==> src/audio_macros.svh <==
`ifndef AUDIO_MACROS_SVH
`define AUDIO_MACROS_SVH

// --------------------------------------------------
// Channel layout
// --------------------------------------------------
// BGM plus two effect channels
`define AUDIO_CH_NUM 3
// PCM sample width
`define SAMPLE_W 16
// Sample index into one flash
`define IDX_W 16

// --------------------------------------------------
// Serial flash and I2S timing
// --------------------------------------------------
`define SFM_CMD_READ 8'h03
// iSCLK cycles per SCK half period
`define SFM_SCK_DIV 2
// iSCLK cycles per BCLK half period
`define I2S_BCLK_DIV 4

// Frame FIFO
`define FIFO_DEPTH 16
`define FIFO_ALERT_LEVEL 12

`endif
==> src/audioPkg.sv <==
`include "audio_macros.svh"

package audioPkg;

	// --------------------------------------------------
	// Stereo frame, left word in the upper half
	// --------------------------------------------------
	typedef struct packed
	{
		logic signed [`SAMPLE_W-1:0] left;
		logic signed [`SAMPLE_W-1:0] right;
	} stereoSample_t;

	// Raw view goes out on I2S MSB first
	typedef union packed
	{
		logic [2*`SAMPLE_W-1:0] raw;
		stereoSample_t lr;
	} audioFrame_u;

	// Flash reader states
	typedef enum logic [2:0]
	{
		SFM_IDLE,
		SFM_CMD,
		SFM_DATA,
		SFM_HOLD,
		SFM_DONE
	} sfmState_e;

endpackage

==> src/audioTxBlock.sv <==
`timescale 1ns/1ps
`include "audio_macros.svh"

module audioTxBlock
	import audioPkg::*;
(
	input  logic                            iSCLK,
	input  logic                            iSRST,
	input  logic [`AUDIO_CH_NUM-1:0]        chanEnable,
	input  logic [`AUDIO_CH_NUM-1:0]        chanLoop,
	input  logic [`AUDIO_CH_NUM*`IDX_W-1:0] chanStartIdx,
	input  logic [`AUDIO_CH_NUM*`IDX_W-1:0] chanEndIdx,
	output logic [`AUDIO_CH_NUM-1:0]        sfmSck,
	output logic [`AUDIO_CH_NUM-1:0]        sfmMosi,
	output logic [`AUDIO_CH_NUM-1:0]        sfmCs,
	input  logic [`AUDIO_CH_NUM-1:0]        sfmMiso,
	output logic                            i2sBclk,
	output logic                            i2sLrclk,
	output logic                            i2sSdata,
	output logic [`AUDIO_CH_NUM-1:0]        chanDone,
	output logic                            underrun
);

	// Reader to mixer
	logic [`AUDIO_CH_NUM*`SAMPLE_W-1:0] chanData;
	logic [`AUDIO_CH_NUM-1:0] chanValid;
	logic [`AUDIO_CH_NUM-1:0] chanTake;
	// Mixer to FIFO
	audioFrame_u fifoWd;
	logic fifoWe;
	logic fifoAlmostFull;
	// FIFO to transmitter
	audioFrame_u fifoRd;
	logic fifoEmpty;
	logic fifoRe;

	// --------------------------------------------------
	// One flash reader per channel
	// --------------------------------------------------
	for (genvar c = 0; c < `AUDIO_CH_NUM; c = c + 1)
	begin : genReader
		sfmRomReader reader (
			.iSCLK(iSCLK),
			.iSRST(iSRST),
			.enable(chanEnable[c]),
			.loop(chanLoop[c]),
			.startIdx(chanStartIdx[c*`IDX_W +: `IDX_W]),
			.endIdx(chanEndIdx[c*`IDX_W +: `IDX_W]),
			.sfmSck(sfmSck[c]),
			.sfmMosi(sfmMosi[c]),
			.sfmCs(sfmCs[c]),
			.sfmMiso(sfmMiso[c]),
			.sampleData(chanData[c*`SAMPLE_W +: `SAMPLE_W]),
			.sampleValid(chanValid[c]),
			.sampleTake(chanTake[c]),
			.done(chanDone[c])
		);
	end

	// --------------------------------------------------
	// Mix, buffer, serialize
	// --------------------------------------------------
	pcmMixer mixer0 (
		.iSCLK(iSCLK),
		.iSRST(iSRST),
		.chanEnable(chanEnable),
		.chanValid(chanValid),
		.chanData(chanData),
		.chanTake(chanTake),
		.almostFull(fifoAlmostFull),
		.fifoWd(fifoWd),
		.fifoWe(fifoWe)
	);

	sampleFifo fifo0 (
		.iSCLK(iSCLK),
		.iSRST(iSRST),
		.wd(fifoWd),
		.we(fifoWe),
		.rd(fifoRd),
		.empty(fifoEmpty),
		.almostFull(fifoAlmostFull),
		.re(fifoRe)
	);

	i2sTx i2s0 (
		.iSCLK(iSCLK),
		.iSRST(iSRST),
		.frame(fifoRd),
		.fifoEmpty(fifoEmpty),
		.fifoRe(fifoRe),
		.i2sBclk(i2sBclk),
		.i2sLrclk(i2sLrclk),
		.i2sSdata(i2sSdata),
		.underrun(underrun)
	);

endmodule

==> src/i2sTx.sv <==
`timescale 1ns/1ps
`include "audio_macros.svh"

module i2sTx
	import audioPkg::*;
(
	input  logic        iSCLK,
	input  logic        iSRST,
	input  audioFrame_u frame,
	input  logic        fifoEmpty,
	output logic        fifoRe,
	output logic        i2sBclk,
	output logic        i2sLrclk,
	output logic        i2sSdata,
	output logic        underrun
);

	localparam int FRAME_W = 2 * `SAMPLE_W;
	localparam int BIT_W = $clog2(FRAME_W);
	localparam int DIV_W = $clog2(`I2S_BCLK_DIV + 1);
	localparam logic [DIV_W-1:0] DIV_LAST = DIV_W'(`I2S_BCLK_DIV - 1);

	logic [DIV_W-1:0] divCnt;
	// Slot counter, top bit is LRCLK
	logic [BIT_W-1:0] bitCnt;
	logic [BIT_W-1:0] nextBit;
	logic [FRAME_W-1:0] shiftReg;
	logic fallEdge;

	assign fallEdge = (divCnt == DIV_LAST) && i2sBclk;
	assign nextBit  = bitCnt + 1'b1;

	always_ff @(posedge iSCLK)
	begin
		if (iSRST)
		begin
			divCnt   <= '0;
			// First falling edge opens slot 0
			bitCnt   <= '1;
			shiftReg <= '0;
			i2sBclk  <= 1'b0;
			i2sLrclk <= 1'b0;
			i2sSdata <= 1'b0;
			fifoRe   <= 1'b0;
			underrun <= 1'b0;
		end
		else
		begin
			fifoRe   <= 1'b0;
			underrun <= 1'b0;

			// --------------------------------------------------
			// BCLK divider
			// --------------------------------------------------
			if (divCnt == DIV_LAST)
			begin
				divCnt  <= '0;
				i2sBclk <= ~i2sBclk;
			end
			else
				divCnt <= divCnt + 1'b1;

			// Everything moves on the BCLK falling edge
			if (fallEdge)
			begin
				bitCnt   <= nextBit;
				i2sLrclk <= nextBit[BIT_W-1];
				// One slot of delay behind LRCLK
				i2sSdata <= shiftReg[FRAME_W-1];
				if (nextBit == '0)
				begin
					// LRCLK edge, fetch next frame; MSB goes out one BCLK later
					shiftReg <= fifoEmpty ? '0 : frame.raw;
					fifoRe   <= !fifoEmpty;
					underrun <= fifoEmpty;
				end
				else
					shiftReg <= {shiftReg[FRAME_W-2:0], 1'b0};
			end
		end
	end

endmodule

==> src/sampleFifo.sv <==
`timescale 1ns/1ps
`include "audio_macros.svh"

module sampleFifo
	import audioPkg::*;
(
	input  logic        iSCLK,
	input  logic        iSRST,
	input  audioFrame_u wd,
	input  logic        we,
	output audioFrame_u rd,
	output logic        empty,
	output logic        almostFull,
	input  logic        re
);

	localparam int PTR_W = $clog2(`FIFO_DEPTH);
	localparam int CNT_W = PTR_W + 1;

	audioFrame_u mem [`FIFO_DEPTH];
	logic [PTR_W-1:0] wrPtr;
	logic [PTR_W-1:0] rdPtr;
	logic [CNT_W-1:0] fillCnt;
	logic full;
	logic doWrite;
	logic doRead;

	// --------------------------------------------------
	// Flags from the fill count
	// --------------------------------------------------
	assign full       = (fillCnt == CNT_W'(`FIFO_DEPTH));
	assign empty      = (fillCnt == '0);
	// Mixer holds off here
	assign almostFull = (fillCnt >= CNT_W'(`FIFO_ALERT_LEVEL));

	// Write dropped when full
	assign doWrite = we && !full;
	assign doRead  = re && !empty;

	// Head frame, no read latency
	assign rd = mem[rdPtr];

	always_ff @(posedge iSCLK)
	begin
		if (doWrite)
			mem[wrPtr] <= wd;
	end

	always_ff @(posedge iSCLK)
	begin
		if (iSRST)
		begin
			wrPtr   <= '0;
			rdPtr   <= '0;
			fillCnt <= '0;
		end
		else
		begin
			// Pointers wrap on power-of-two depth
			if (doWrite)
				wrPtr <= wrPtr + 1'b1;
			if (doRead)
				rdPtr <= rdPtr + 1'b1;
			case ({doWrite, doRead})
				2'b10:   fillCnt <= fillCnt + 1'b1;
				2'b01:   fillCnt <= fillCnt - 1'b1;
				default: fillCnt <= fillCnt;
			endcase
		end
	end

endmodule

==> src/pcmMixer.sv <==
`timescale 1ns/1ps
`include "audio_macros.svh"

module pcmMixer
	import audioPkg::*;
(
	input  logic                               iSCLK,
	input  logic                               iSRST,
	input  logic [`AUDIO_CH_NUM-1:0]           chanEnable,
	input  logic [`AUDIO_CH_NUM-1:0]           chanValid,
	input  logic [`AUDIO_CH_NUM*`SAMPLE_W-1:0] chanData,
	output logic [`AUDIO_CH_NUM-1:0]           chanTake,
	input  logic                               almostFull,
	output audioFrame_u                        fifoWd,
	output logic                               fifoWe
);

	// 18 bits for three channels
	localparam int SUM_W = `SAMPLE_W + $clog2(`AUDIO_CH_NUM);

	logic fire;
	logic signed [SUM_W-1:0] mixSum;
	logic [SUM_W-`SAMPLE_W:0] sumTop;
	logic signed [`SAMPLE_W-1:0] mixSat;

	// --------------------------------------------------
	// Sum of enabled channels
	// --------------------------------------------------
	always_comb
	begin
		mixSum = '0;
		for (int c = 0; c < `AUDIO_CH_NUM; c++)
		begin
			// Disabled channel adds nothing
			if (chanEnable[c])
				mixSum = mixSum + SUM_W'($signed(chanData[c*`SAMPLE_W +: `SAMPLE_W]));
		end
	end

	// Upper bits all equal means it fits
	assign sumTop = mixSum[SUM_W-1:`SAMPLE_W-1];

	always_comb
	begin
		if ((&sumTop) || !(|sumTop))
			mixSat = mixSum[`SAMPLE_W-1:0];
		else if (mixSum[SUM_W-1])
			mixSat = {1'b1, {(`SAMPLE_W-1){1'b0}}};
		else
			mixSat = {1'b0, {(`SAMPLE_W-1){1'b1}}};
	end

	// All enabled valid, room in FIFO, not in the take cycle itself
	assign fire = (|chanEnable) && (&(chanValid | ~chanEnable)) && !almostFull && !fifoWe;

	always_ff @(posedge iSCLK)
	begin
		if (iSRST)
		begin
			chanTake <= '0;
			fifoWe   <= 1'b0;
		end
		else
		begin
			chanTake <= fire ? chanEnable : '0;
			fifoWe   <= fire;
		end
	end

	// Mono mix, left equals right
	always_ff @(posedge iSCLK)
	begin
		if (fire)
		begin
			fifoWd.lr.left  <= mixSat;
			fifoWd.lr.right <= mixSat;
		end
	end

endmodule

==> src/sfmRomReader.sv <==
`timescale 1ns/1ps
`include "audio_macros.svh"

module sfmRomReader
	import audioPkg::*;
(
	input  logic                 iSCLK,
	input  logic                 iSRST,
	input  logic                 enable,
	input  logic                 loop,
	input  logic [`IDX_W-1:0]    startIdx,
	input  logic [`IDX_W-1:0]    endIdx,
	output logic                 sfmSck,
	output logic                 sfmMosi,
	output logic                 sfmCs,
	input  logic                 sfmMiso,
	output logic [`SAMPLE_W-1:0] sampleData,
	output logic                 sampleValid,
	input  logic                 sampleTake,
	output logic                 done
);

	localparam int DIV_W = $clog2(`SFM_SCK_DIV + 1);
	localparam logic [DIV_W-1:0] DIV_LAST = DIV_W'(`SFM_SCK_DIV - 1);
	// Opcode plus 24 address bits
	localparam logic [5:0] CMD_BITS = 6'd32;
	localparam logic [5:0] DATA_BITS = 6'(`SAMPLE_W);

	sfmState_e state;
	logic [DIV_W-1:0] divCnt;
	logic [5:0] bitCnt;
	// Shared by command out and data in
	logic [31:0] shiftReg;
	logic [`IDX_W-1:0] curIdx;
	logic loopPend;
	logic gapCnt;
	logic tick;
	logic startCmd;

	// SCK half period boundary
	assign tick = (divCnt == DIV_LAST);

	// Fresh start, or restart after the CS gap of a loop
	assign startCmd = (state == SFM_IDLE) || ((state == SFM_DONE) && loopPend && gapCnt);

	always_ff @(posedge iSCLK)
	begin
		if (iSRST)
		begin
			state       <= SFM_IDLE;
			divCnt      <= '0;
			bitCnt      <= '0;
			loopPend    <= 1'b0;
			gapCnt      <= 1'b0;
			sfmCs       <= 1'b1;
			sfmSck      <= 1'b0;
			sfmMosi     <= 1'b0;
			sampleValid <= 1'b0;
			done        <= 1'b0;
		end
		else
		begin
			done <= 1'b0;
			if (!enable)
			begin
				// Abort with CS up next cycle
				state       <= SFM_IDLE;
				divCnt      <= '0;
				sfmCs       <= 1'b1;
				sfmSck      <= 1'b0;
				sfmMosi     <= 1'b0;
				sampleValid <= 1'b0;
			end
			else if (startCmd)
			begin
				// Read opcode then byte address of index * 2
				state    <= SFM_CMD;
				shiftReg <= {`SFM_CMD_READ, 7'd0, startIdx, 1'b0};
				sfmMosi  <= 1'(`SFM_CMD_READ >> 7);
				curIdx   <= startIdx;
				bitCnt   <= '0;
				divCnt   <= '0;
				sfmCs    <= 1'b0;
				sfmSck   <= 1'b0;
			end
			else
			begin
				case (state)
					SFM_CMD, SFM_DATA:
					begin
						divCnt <= tick ? '0 : divCnt + 1'b1;
						if (tick)
						begin
							sfmSck <= ~sfmSck;
							if (!sfmSck)
							begin
								// MISO sampled on the rising edge
								bitCnt <= bitCnt + 1'b1;
								if (state == SFM_DATA)
									shiftReg <= {shiftReg[30:0], sfmMiso};
							end
							else if (state == SFM_CMD)
							begin
								if (bitCnt == CMD_BITS)
								begin
									state   <= SFM_DATA;
									bitCnt  <= '0;
									sfmMosi <= 1'b0;
								end
								else
								begin
									shiftReg <= {shiftReg[30:0], 1'b0};
									sfmMosi  <= shiftReg[30];
								end
							end
							else if (bitCnt == DATA_BITS)
							begin
								// Park with SCK low until taken
								state       <= SFM_HOLD;
								bitCnt      <= '0;
								sampleData  <= shiftReg[`SAMPLE_W-1:0];
								sampleValid <= 1'b1;
							end
						end
					end
					SFM_HOLD:
					begin
						if (sampleTake)
						begin
							sampleValid <= 1'b0;
							if (curIdx == endIdx)
							begin
								state    <= SFM_DONE;
								sfmCs    <= 1'b1;
								loopPend <= loop;
								gapCnt   <= 1'b0;
								done     <= !loop;
							end
							else
							begin
								state  <= SFM_DATA;
								curIdx <= curIdx + 1'b1;
							end
						end
					end
					SFM_DONE:
					begin
						gapCnt <= 1'b1;
						// Finished channel offers silence
						if (!loopPend)
						begin
							sampleData  <= '0;
							sampleValid <= 1'b1;
						end
					end
					default:
						state <= SFM_IDLE;
				endcase
			end
		end
	end

endmodule

==> config.mk <==
export PLATFORM = sky130hd
export DESIGN_NAME = audioTxBlock
export DESIGN_NICKNAME = d
export VERILOG_FILES = /design/src/audioPkg.sv /design/src/audioTxBlock.sv /design/src/i2sTx.sv /design/src/sampleFifo.sv /design/src/pcmMixer.sv /design/src/sfmRomReader.sv
export VERILOG_INCLUDE_DIRS = /design/src
export SDC_FILE = /design/constraint.sdc
export NUM_CORES = 1
export LEC_CHECK = 0
export ABC_AREA = 0
export BUFFER_PORTS_ARGS = -buffer_cell sky130_fd_sc_hd__buf_2
export CAP_MARGIN = 0
export CORE_MARGIN = 3
export CORE_UTILIZATION = 45
export DETAILED_ROUTE_END_ITERATION = 12
export PLACE_DENSITY = 0.64
export SLEW_MARGIN = 30
export SYNTH_ARGS = -nofsm -noshare
export SYNTH_HDL_FRONTEND = slang
export SYNTH_SLANG_ARGS = --single-unit
==> constraint.sdc <==
create_clock -name iSCLK -period 6.32 [get_ports iSCLK]
set_input_delay 1.264 -clock iSCLK [delete_from_list [all_inputs] [get_ports iSCLK]]
set_output_delay 1.264 -clock iSCLK [all_outputs]
set_load 0.03 [all_outputs]
# == Yosys cells after proc, flatten, opt, wreduce, memory -nomap -nowiden ==
# Memory sizes are Yosys's and may differ from the RTL's. A register that Yosys moved wholly into a read port is not among the register bits.
# Index checks and enable logic that the tools add are counted.
# word_totals
ff_bits,337
ram_bits,512
memories,1
# classes
n_addsub,17
order_cmp,1
eq_ne,88
n_mux,159
bitwise_logic,28
reduce_logical,112
# memory_table
name,depth,width,read_ports,rd_ports_with_merged_regs,wr,line,rtl
fifo0.mem,16,32,1,1,1,sampleFifo.sv:20,audioFrame_u mem [`FIFO_DEPTH];
# op_table
cell,n
2-to-1 mux 31 bit,18
2-to-1 mux 16 bit,29
2-to-1 mux 6 bit,21
one-hot mux 16 bit (2 select lines),3
2-to-1 mux 32 bit,2
2-to-1 mux 3 bit,21
AND reduction 5 bit,12
2-to-1 mux 18 bit,3
2-to-1 mux 17 bit,3
adder 16 x 1 -> 16 bit (second input constant),3
== test 16 bit,3
2-to-1 mux 1 bit,44
nonzero test 2 bit,22
inequality test 2 x 1 -> 1 bit (second input constant),21
adder 18 x 16 -> 18 bit,2
inequality test 3 x 1 -> 1 bit (second input constant),12
AND reduction 6 bit,6
inequality test 3 bit (second input constant),9
one-hot mux 3 bit (3 select lines),3
AND reduction 9 bit,3
inverter 1 bit,26
inequality test 4 bit (second input constant),6
AND reduction 8 bit,3
== test 3 x 2 -> 1 bit (second input constant),7
37 further kinds,123

# == Longest topological paths before layout ==
# Gate-level depths: netlist of the first run.
# logic_depth
word_depth,9
depth_mapped,26

# == Hierarchy ==
# Synthesis of the first run repeated with hierarchy kept, for this count alone.
# unflattened
cells_unflattened,2461
area_unflattened_um2,37314.5
# by_module_without_submodules
module,instances,cells_per_inst,area_each_um2,seq_area_each_um2
sampleFifo,1,825,20384.6,15715.1
sfmRomReader (genReader[0].reader ...),2,364,4033.9,2252.2
sfmRomReader (genReader[2].reader),1,346,3841.2,2252.2
pcmMixer,1,397,3175.5,560.5
i2sTx,1,165,1845.5,900.9

# == Least setup slack after synthesis of the first run ==
# OpenSTA, ideal clock, no wires.
# synth_timing
path_type,in2reg
startpoint,input chanEnable[0]
endpoint,register mixer0.fifoWd[30] (netlist bit) (data pin)
setup_ns,0.259
arrival_time_ns,5.539
setup_slack_ns,0.521
stages,25
n_path_buf,4
path_cell_list,buf_2 buf_2 clkbuf_1 nand2_1 inv_1 ha_1 or2_2 maj3_1 inv_1 nor2_1 a31o_4 a21oi_1 nand3b_1 nor2b_1 ha_1 and4_1 and2_1 nor2_1 nand2_1 o22ai_1 mux2i_1 xor2_2 a21boi_4 buf_8 o21ai_2
# synth_between
elab_chain_len,9
# synth_lines
item,line,rtl
from (decl),audioTxBlock.sv:9,"input logic [`AUDIO_CH_NUM-1:0] chanEnable,"
2-to-1 mux 18 bit (*),pcmMixer.sv:35,if (chanEnable[c])
adder 18 x 16 -> 18 bit,pcmMixer.sv:36,mixSum = mixSum + SUM_W'($signed(chanData[c*`SAMPLE_W +: `SAMPLE_W]));
2-to-1 mux 18 bit (*),pcmMixer.sv:35,
adder 18 x 16 -> 18 bit,pcmMixer.sv:36,
2-to-1 mux 18 bit (*),pcmMixer.sv:35,
OR reduction 3 bit,pcmMixer.sv:45,if ((&sumTop) || !(|sumTop))
logical NOT 1 bit,pcmMixer.sv:45,
logical OR 1 bit,pcmMixer.sv:45,
2-to-1 mux 16 bit (*),pcmMixer.sv:45,
via mixer0.mixSat[14],pcmMixer.sv:24,logic signed [`SAMPLE_W-1:0] mixSat;
to (decl),pcmMixer.sv:14,"output audioFrame_u fifoWd,"
# The timed path passes the listed nets; every way through them passes the cells marked *.
# A chain may end at the register's enable or synchronous reset.

# == Final worst setup path of the first run ==
# layout_timing
startpoint,input chanEnable[0]
endpoint,register mixer0.fifoWd[29] (netlist bit) (data pin)
# Same word-level chain as after synthesis.

==> results of run 1 <==
==> per-layer routing <==
metal | vias up | GRT usage, % | part of all wire, %
met4 | 0 | 5.72 | 2.6
met1 | 8289 | 24.2 | 44
met5 | - | 0 | 0
met2 | 332 | 31.7 | 50
li1 | 8096 | - | -
met3 | 81 | 2.36 | 3.8
==> worst paths after layout <==
check	from	end	slack (ps)	cells after the start
setup / recovery	chanEnable[0]	mixer0.fifoWd[29]$_DFFE_PP_	950	21
hold / removal	i2s0.divCnt[0]$_SDFF_PP0_	i2s0.divCnt[0]$_SDFF_PP0_	430	1
setup reg to reg	genReader[1].reader.sampleData[2]$_SDFFCE_PP0P_	mixer0.fifoWd[29]$_DFFE_PP_	1290	18
hold reg to reg	i2s0.divCnt[0]$_SDFF_PP0_	i2s0.divCnt[0]$_SDFF_PP0_	430	1
==> cells by family after synthesis <==
family | Yosys count | share of synthesized area [%]
muxes | 101 | 7.47
adders and majority gates | 55 | 2.62
and+or+nand+nor | 779 | 13.9
AOI/OAI and AO/OA | 337 | 7.80
xor gates and xnor gates | 152 | 5.00
buffers and inverters | 164 | 2.61
DFF | 581 | 60.7
==> cell usage after synthesis (all sizes together) (4+ instances only) <==
master / n / area [um2]
and2: 57 / 357
nand2: 267 / 1000
dfxtp: 120 / 2400
nor3: 58 / 290
nor4: 12 / 75.1
a31oi: 10 / 62.6
o211ai: 6 / 50.1
xor2: 68 / 603
a21o: 18 / 135
ha: 52 / 651
a21oi: 106 / 549
o21bai: 4 / 41.3
or2: 6 / 37.5
a2111oi: 4 / 55.1
nor2: 175 / 657
xnor2: 84 / 736
o21ai: 131 / 697
nor3b: 10 / 75.1
nand4: 29 / 181
nand2b: 29 / 181
and3: 12 / 75.1
mux4: 79 / 1780
inv: 50 / 188
nand3: 32 / 160
nand3b: 8 / 60.1
or3: 6 / 37.5
o22ai: 4 / 25.0
buf: 36 / 219
edfxtp: 461 / 13800
nor2b: 66 / 413
mux2i: 20 / 200
a211o: 4 / 35.0
clkbuf: 78 / 293
a211oi: 18 / 135
==> final cells by class <==
| type | instances | area share (%) |
|---|---|---|
| tap | 765 | 3.16 |
| timing repair buffer | 159 | 2.93 |
| inverter | 50 | 0.620 |
| multi-input combinational | 1424 | 32.9 |
| clock inverter | 29 | 0.971 |
| sequential | 581 | 53.7 |
| clock buffer | 85 | 5.80 |
==> through the flow <==
stage	utilization, %	hold slack [ps]	cells
finish	52.0	429	3093
global route	52.0	440	3093
CTS	52.0	429	3093
detailed placement	48.5	421	2979
global placement	48.4	413	2979
floorplan	-	404	2169
==> sequential cells by signal, indices dropped and copies added (netlist names), 4 cells and up, named ones only <==
name and flops:
fifo0.mem 256, genReader.reader.sampleData 48, genReader.reader.divCnt 6, fifo0.wrPtr 4
mixer0.fifoWd 16, i2s0.shiftReg 32, genReader.reader.curIdx 48, genReader.reader.shiftReg 93
fifo0.fillCnt 5, i2s0.bitCnt 5, fifo0.rdPtr 4, genReader.reader.bitCnt 18
genReader.reader.state 9
==> power by group through the flow <==
stage	logic [mW]	clock network (mW)	registers, mW
final	0.502	3.57	4.29
after global routing	0.566	3.81	4.30
after CTS	0.507	3.64	4.29
after detailed placement	0.505	0	4.37
after global placement	0.492	0	4.37
after floorplan	0.373	0	4.34
==> results_dict.tcl, run 1 <==
set metrics [dict create \
    synth_flop_cell "edfxtp_1" \
    drc 0 \
    core_area_um2 58200 \
    die_area_um2 62500 \
    postCtsHoldBufs 0 \
    io_buffers 122 \
    slew_headroom_pct 36.5 \
    die_width_um 250 \
    vdd_ir_drop_max_mv 0.226 \
    cts.sinks 581 \
    fin_tns_setup_ps 0 \
    cts_tree "done" \
    cp.required_ps 6670 \
    slew_viol_final 0 \
    yosys_warnings 0 \
    dp_slack_ps 319 \
    finalSetupViolCount 0 \
    num-fill-cells 4983 \
    worstSetupPathType "in2reg" \
    die_h_um 250 \
    worst_pin_slew_ps 952 \
    cp_cell_sequence "buf_2 > nand2_1 > inv_1 > ha_1 > nor3b_1 > a2111oi_4 > o21ai_2 > a41oi_1 > xor2_1 > mux2i_1 > ha_1 > a21oi_1 > nand2_1 > a211oi_1 > a21oi_1 > o22ai_1 > mux2i_1 > xor2_2 > a21boi_4 > buf_4 > o21ai_0" \
    grt_use_total_pct 18.4 \
    dpl_cell_area_um2 28200 \
    grt_max_degree 64 \
    finClkSkew_ps 24.5 \
    cp_max_fo 15 \
    final_common_cell "edfxtp_1" \
    path_delay_family "compound AO/OA/AOI/OAI gates" \
    fin_ws_ps 952 \
    syn_avg_cell_area_um2 12.3 \
    p_int_mw 6.49 \
    nNetsFinal 2437 \
    start_util_pct 46.0 \
    rows 88 \
    area_growth_pct 13.1 \
    syn_nets 2330 \
    dr.pass1.iters 5 \
    synth-seq-cells 581 \
    synthesis.instances 2169 \
    layout_common_cells "461 x edfxtp_1, 266 x nand2_1, 172 x nor2_1" \
    crit_path_end_kind "flop" \
    hold_class "reg2reg" \
    p_leak_nw 10.7 \
    antenna_cells 0 \
    p_per_area_nw_per_um2 276 \
    drt_iter0_markers 1081 \
    vias 16800 \
    antenna_found_initial 0 \
    dp_hpwl_um 39100 \
    totalWireLength_um 57600 \
    synth_edf_count 461 \
    synth_cell_types 75 \
    cp-start-kind "input port" \
    cts_setup_buffers 0 \
    gp_congestion 0.868 \
    maxCapViolCount 0 \
    combPwrFrac_pct 6.0 \
    wl_per_cell_um 18.6 \
    design_power_total_mw 8.37 \
    async_flop_share_pct 0 \
    clkPwrFrac_pct 42.7 \
    ys_seq_area_share_pct 60.7 \
    syn_area_um2 26800 \
    seq_power_share_pct 51.3 \
    routed_via_density 5.43 \
    drive_above_1_share_pct 16.9 \
    stdcell_area_um2 30300 \
    slowest_delay_ps 410 \
    slowest_stage "nor3b_1" \
    crit_buf_inv 3 \
    fmax_mhz 186 \
    clock_latency_ps 630 \
    hold_viol_final 0 \
    gr-total-overflow 0 \
    fin_crit_sh_pct 84.9 \
    numCtsBuffers 60 \
    multi_input_area_um2 9950 \
    pin_count 123 \
    grt_pass1_wl_um 92000 \
    finalCriticalPeriod_ps 5370 \
    ctsResizeCount 0 \
    rsz0062_at_grt "false" \
    first_global_vias 16900 \
    postRouteAntennaNets 0 \
    netSwitchingFraction_pct 22.4 \
    status "finished clean" \
    regArea_um2 16300 \
    power.switching_mw 1.87 \
    clk_pin_slew_ps 60 \
    htreeDepth 2 \
    cts.path.max_buffers 3 \
    arrival_ps 5720 \
    cts.root.buffer_cell "clkbuf_16" \
]
Power figures use the tool's default switching activity.
==> inputs of run 2 (changes only) <==
==> constraint.sdc (replaced) <==
create_clock -name iSCLK -period 5.25 [get_ports iSCLK]
set_input_delay 1.05 -clock iSCLK [delete_from_list [all_inputs] [get_ports iSCLK]]
set_output_delay 1.05 -clock iSCLK [all_outputs]
set_load 0.03 [all_outputs]
==> run 2 against run 1 <==
Critical path depth up 3. Count of clock-buffer cells in the layout shrank 3. Final area is 1.1% higher. Total power rose by 19%. Global-route usage fell by 0.21 points. Setup slack worse by 590 ps. Combinational power increased by 27%. Sequential power rose by 21%. Utilization rose by 0.57 points. First-iteration DRC count increased by 7.3%. Final cell count increased by 1.4%. Sequential share of layout area shrank 0.57 points. Critical endpoint is now mixer0.fifoWd[21]$_DFFE_PP_.
==> results_dict.tcl, run 2 (synthesis results as in run 1) <==
set metrics [dict create \
    area_growth_pct 14.3 \
    dr.pass1.iters 5 \
    multi_input_area_um2 10000 \
    die_h_um 250 \
    io_buffers 122 \
    finalCriticalPeriod_ps 4890 \
    ctsResizeCount 0 \
    layout_common_cells "461 x edfxtp_1, 265 x nand2_1, 169 x nor2_1" \
    grt_util_met3_pct 2.64 \
    vias 16900 \
    postCtsHoldBufs 0 \
    drc 0 \
    nNetsFinal 2478 \
    largestRegisters "fifo0.mem (256), genReader.reader.shiftReg (93)" \
    dp_hpwl_um 38000 \
    htreeDepth 2 \
    maxCapViolCount 0 \
    drive_above_1_share_pct 18.5 \
    p_per_area_nw_per_um2 325 \
    arrival_ps 5240 \
    finalSetupViolCount 0 \
    p_leak_nw 10.8 \
    crit_path_end_kind "flop" \
    drt_iter0_markers 1160 \
    cts_tree "done" \
    fin_crit_sh_pct 93.1 \
    die_width_um 250 \
    num-fill-cells 4876 \
    core_area_um2 58200 \
    cts.root.buffer_cell "clkbuf_16" \
    rsz0062_at_grt "false" \
    worstSetupPathType "in2reg" \
    largest_register_ffs 256 \
    regArea_um2 16300 \
    start_util_pct 46.0 \
    worst_pin_slew_ps 889 \
    whs_ps 424 \
    wl_per_cell_um 18.2 \
    met2_usage_pct 31.5 \
    grt_busiest_layer "met2" \
    finClkSkew_ps 22.2 \
    fmax_mhz 205 \
    cp.required_ps 5600 \
    grt_pass1_wl_um 91200 \
    grt_max_degree 61 \
    cp_max_fo 15 \
    postRouteAntennaNets 0 \
    dpl_cell_area_um2 28600 \
    clock_latency_ps 630 \
    design_power_total_mw 9.94 \
    antenna_found_initial 2 \
    clk_pin_slew_ps 60 \
    cp-start-kind "input port" \
    final_common_cell "edfxtp_1" \
    routed_via_density 5.39 \
    cts.path.max_buffers 3 \
    hold_class "reg2reg" \
    hold_viol_final 0 \
    gp_congestion 0.886 \
    cts.sinks 581 \
    pin_count 123 \
    gr-total-overflow 0 \
    slew_viol_final 0 \
    die_area_um2 62500 \
    grt_use_total_pct 18.2 \
    slew_headroom_pct 40.2 \
    first_global_vias 16700 \
    status "finished clean" \
    rows 88 \
    regMostFlops "fifo0.mem" \
    numCtsBuffers 59 \
    totalWireLength_um 56900 \
    stdcell_area_um2 30600 \
    gr-usage-met1_pct 23.6 \
    cts_setup_buffers 0 \
    vdd_ir_drop_max_mv 0.268 \
]
run 2: cell types whose count changed in the layout (fill, tap and decap cells not counted), sizes merged:
cell | previous run | this run
buf | 159 | 201
clkbuf | 85 | 82
diode | 0 | 2
inv | 51 | 53
clkinv | 21 | 20
run 2: power by group:
part | switching (mW) | internal, mW
sequential | 0.0882 | 5.08
clock | 1.76 | 2.37
combinational | 0.368 | 0.270
run 2: final cells by class:
class / instances / area share, %
diodes: 2 / 0.0163
clock buffers: 82 / 5.42
clock inverters: 30 / 0.895
inverters: 50 / 0.613
multi-input cells: 1424 / 32.7
flip-flops and latches: 581 / 53.1
well taps: 765 / 3.13
repair buffers: 201 / 4.12
run 2: layer usage:
layer | vias up | share of wire, %
met3 | 93 | 4.5
met4 | 0 | 2.6
li1 | 8163 | -
met1 | 8249 | 42
met2 | 402 | 50
met5 | - | 0
run 2: final timing paths:
check | start | endpoint | slack [ps] | cells past startpoint
max | chanEnable[0] | mixer0.fifoWd[21]$_DFFE_PP_ | 360 | 24
min | i2s0.divCnt[0]$_SDFF_PP0_ | i2s0.divCnt[0]$_SDFF_PP0_ | 420 | 1
max reg2reg | genReader[0].reader.sampleData[1]$_SDFFCE_PP0P_ | mixer0.fifoWd[21]$_DFFE_PP_ | 440 | 22
min reg2reg | i2s0.divCnt[0]$_SDFF_PP0_ | i2s0.divCnt[0]$_SDFF_PP0_ | 420 | 1
run 2: worst max-delay path, cell delays in order:
cell and delay [ps]:
buf_2 160, nand2_1 90, inv_1 40, ha_1 190, ha_1 220, a21o_1 190
o21ai_0 200, nor3_2 80, o21ai_1 290, nand2_1 140, a31oi_1 220, xnor2_1 110
a21o_1 210, ha_1 300, nand4_1 100, nor2_1 60, a211oi_1 290, a21oi_1 160
o22ai_2 150, mux2i_2 280, xor2_2 200, a21boi_4 230, buf_12 170, o21ai_0 90
run 2: stage by stage:
| stage | TNS [ps] | cells | util (%) | setup WS, ps |
|---|---|---|---|---|
| 2_1_floorplan | 0 | 2169 | - | 0.747 |
| 3_3_place_gp | -882 | 3020 | 49.1 | -85.9 |
| 3_5_place_dp | -2690 | 3020 | 49.2 | -212 |
| 4_1_cts | 0 | 3132 | 52.5 | 439 |
| 5_1_grt | 0 | 3133 | 52.6 | 35.5 |
| 6_report | 0 | 3135 | 52.6 | 362 |
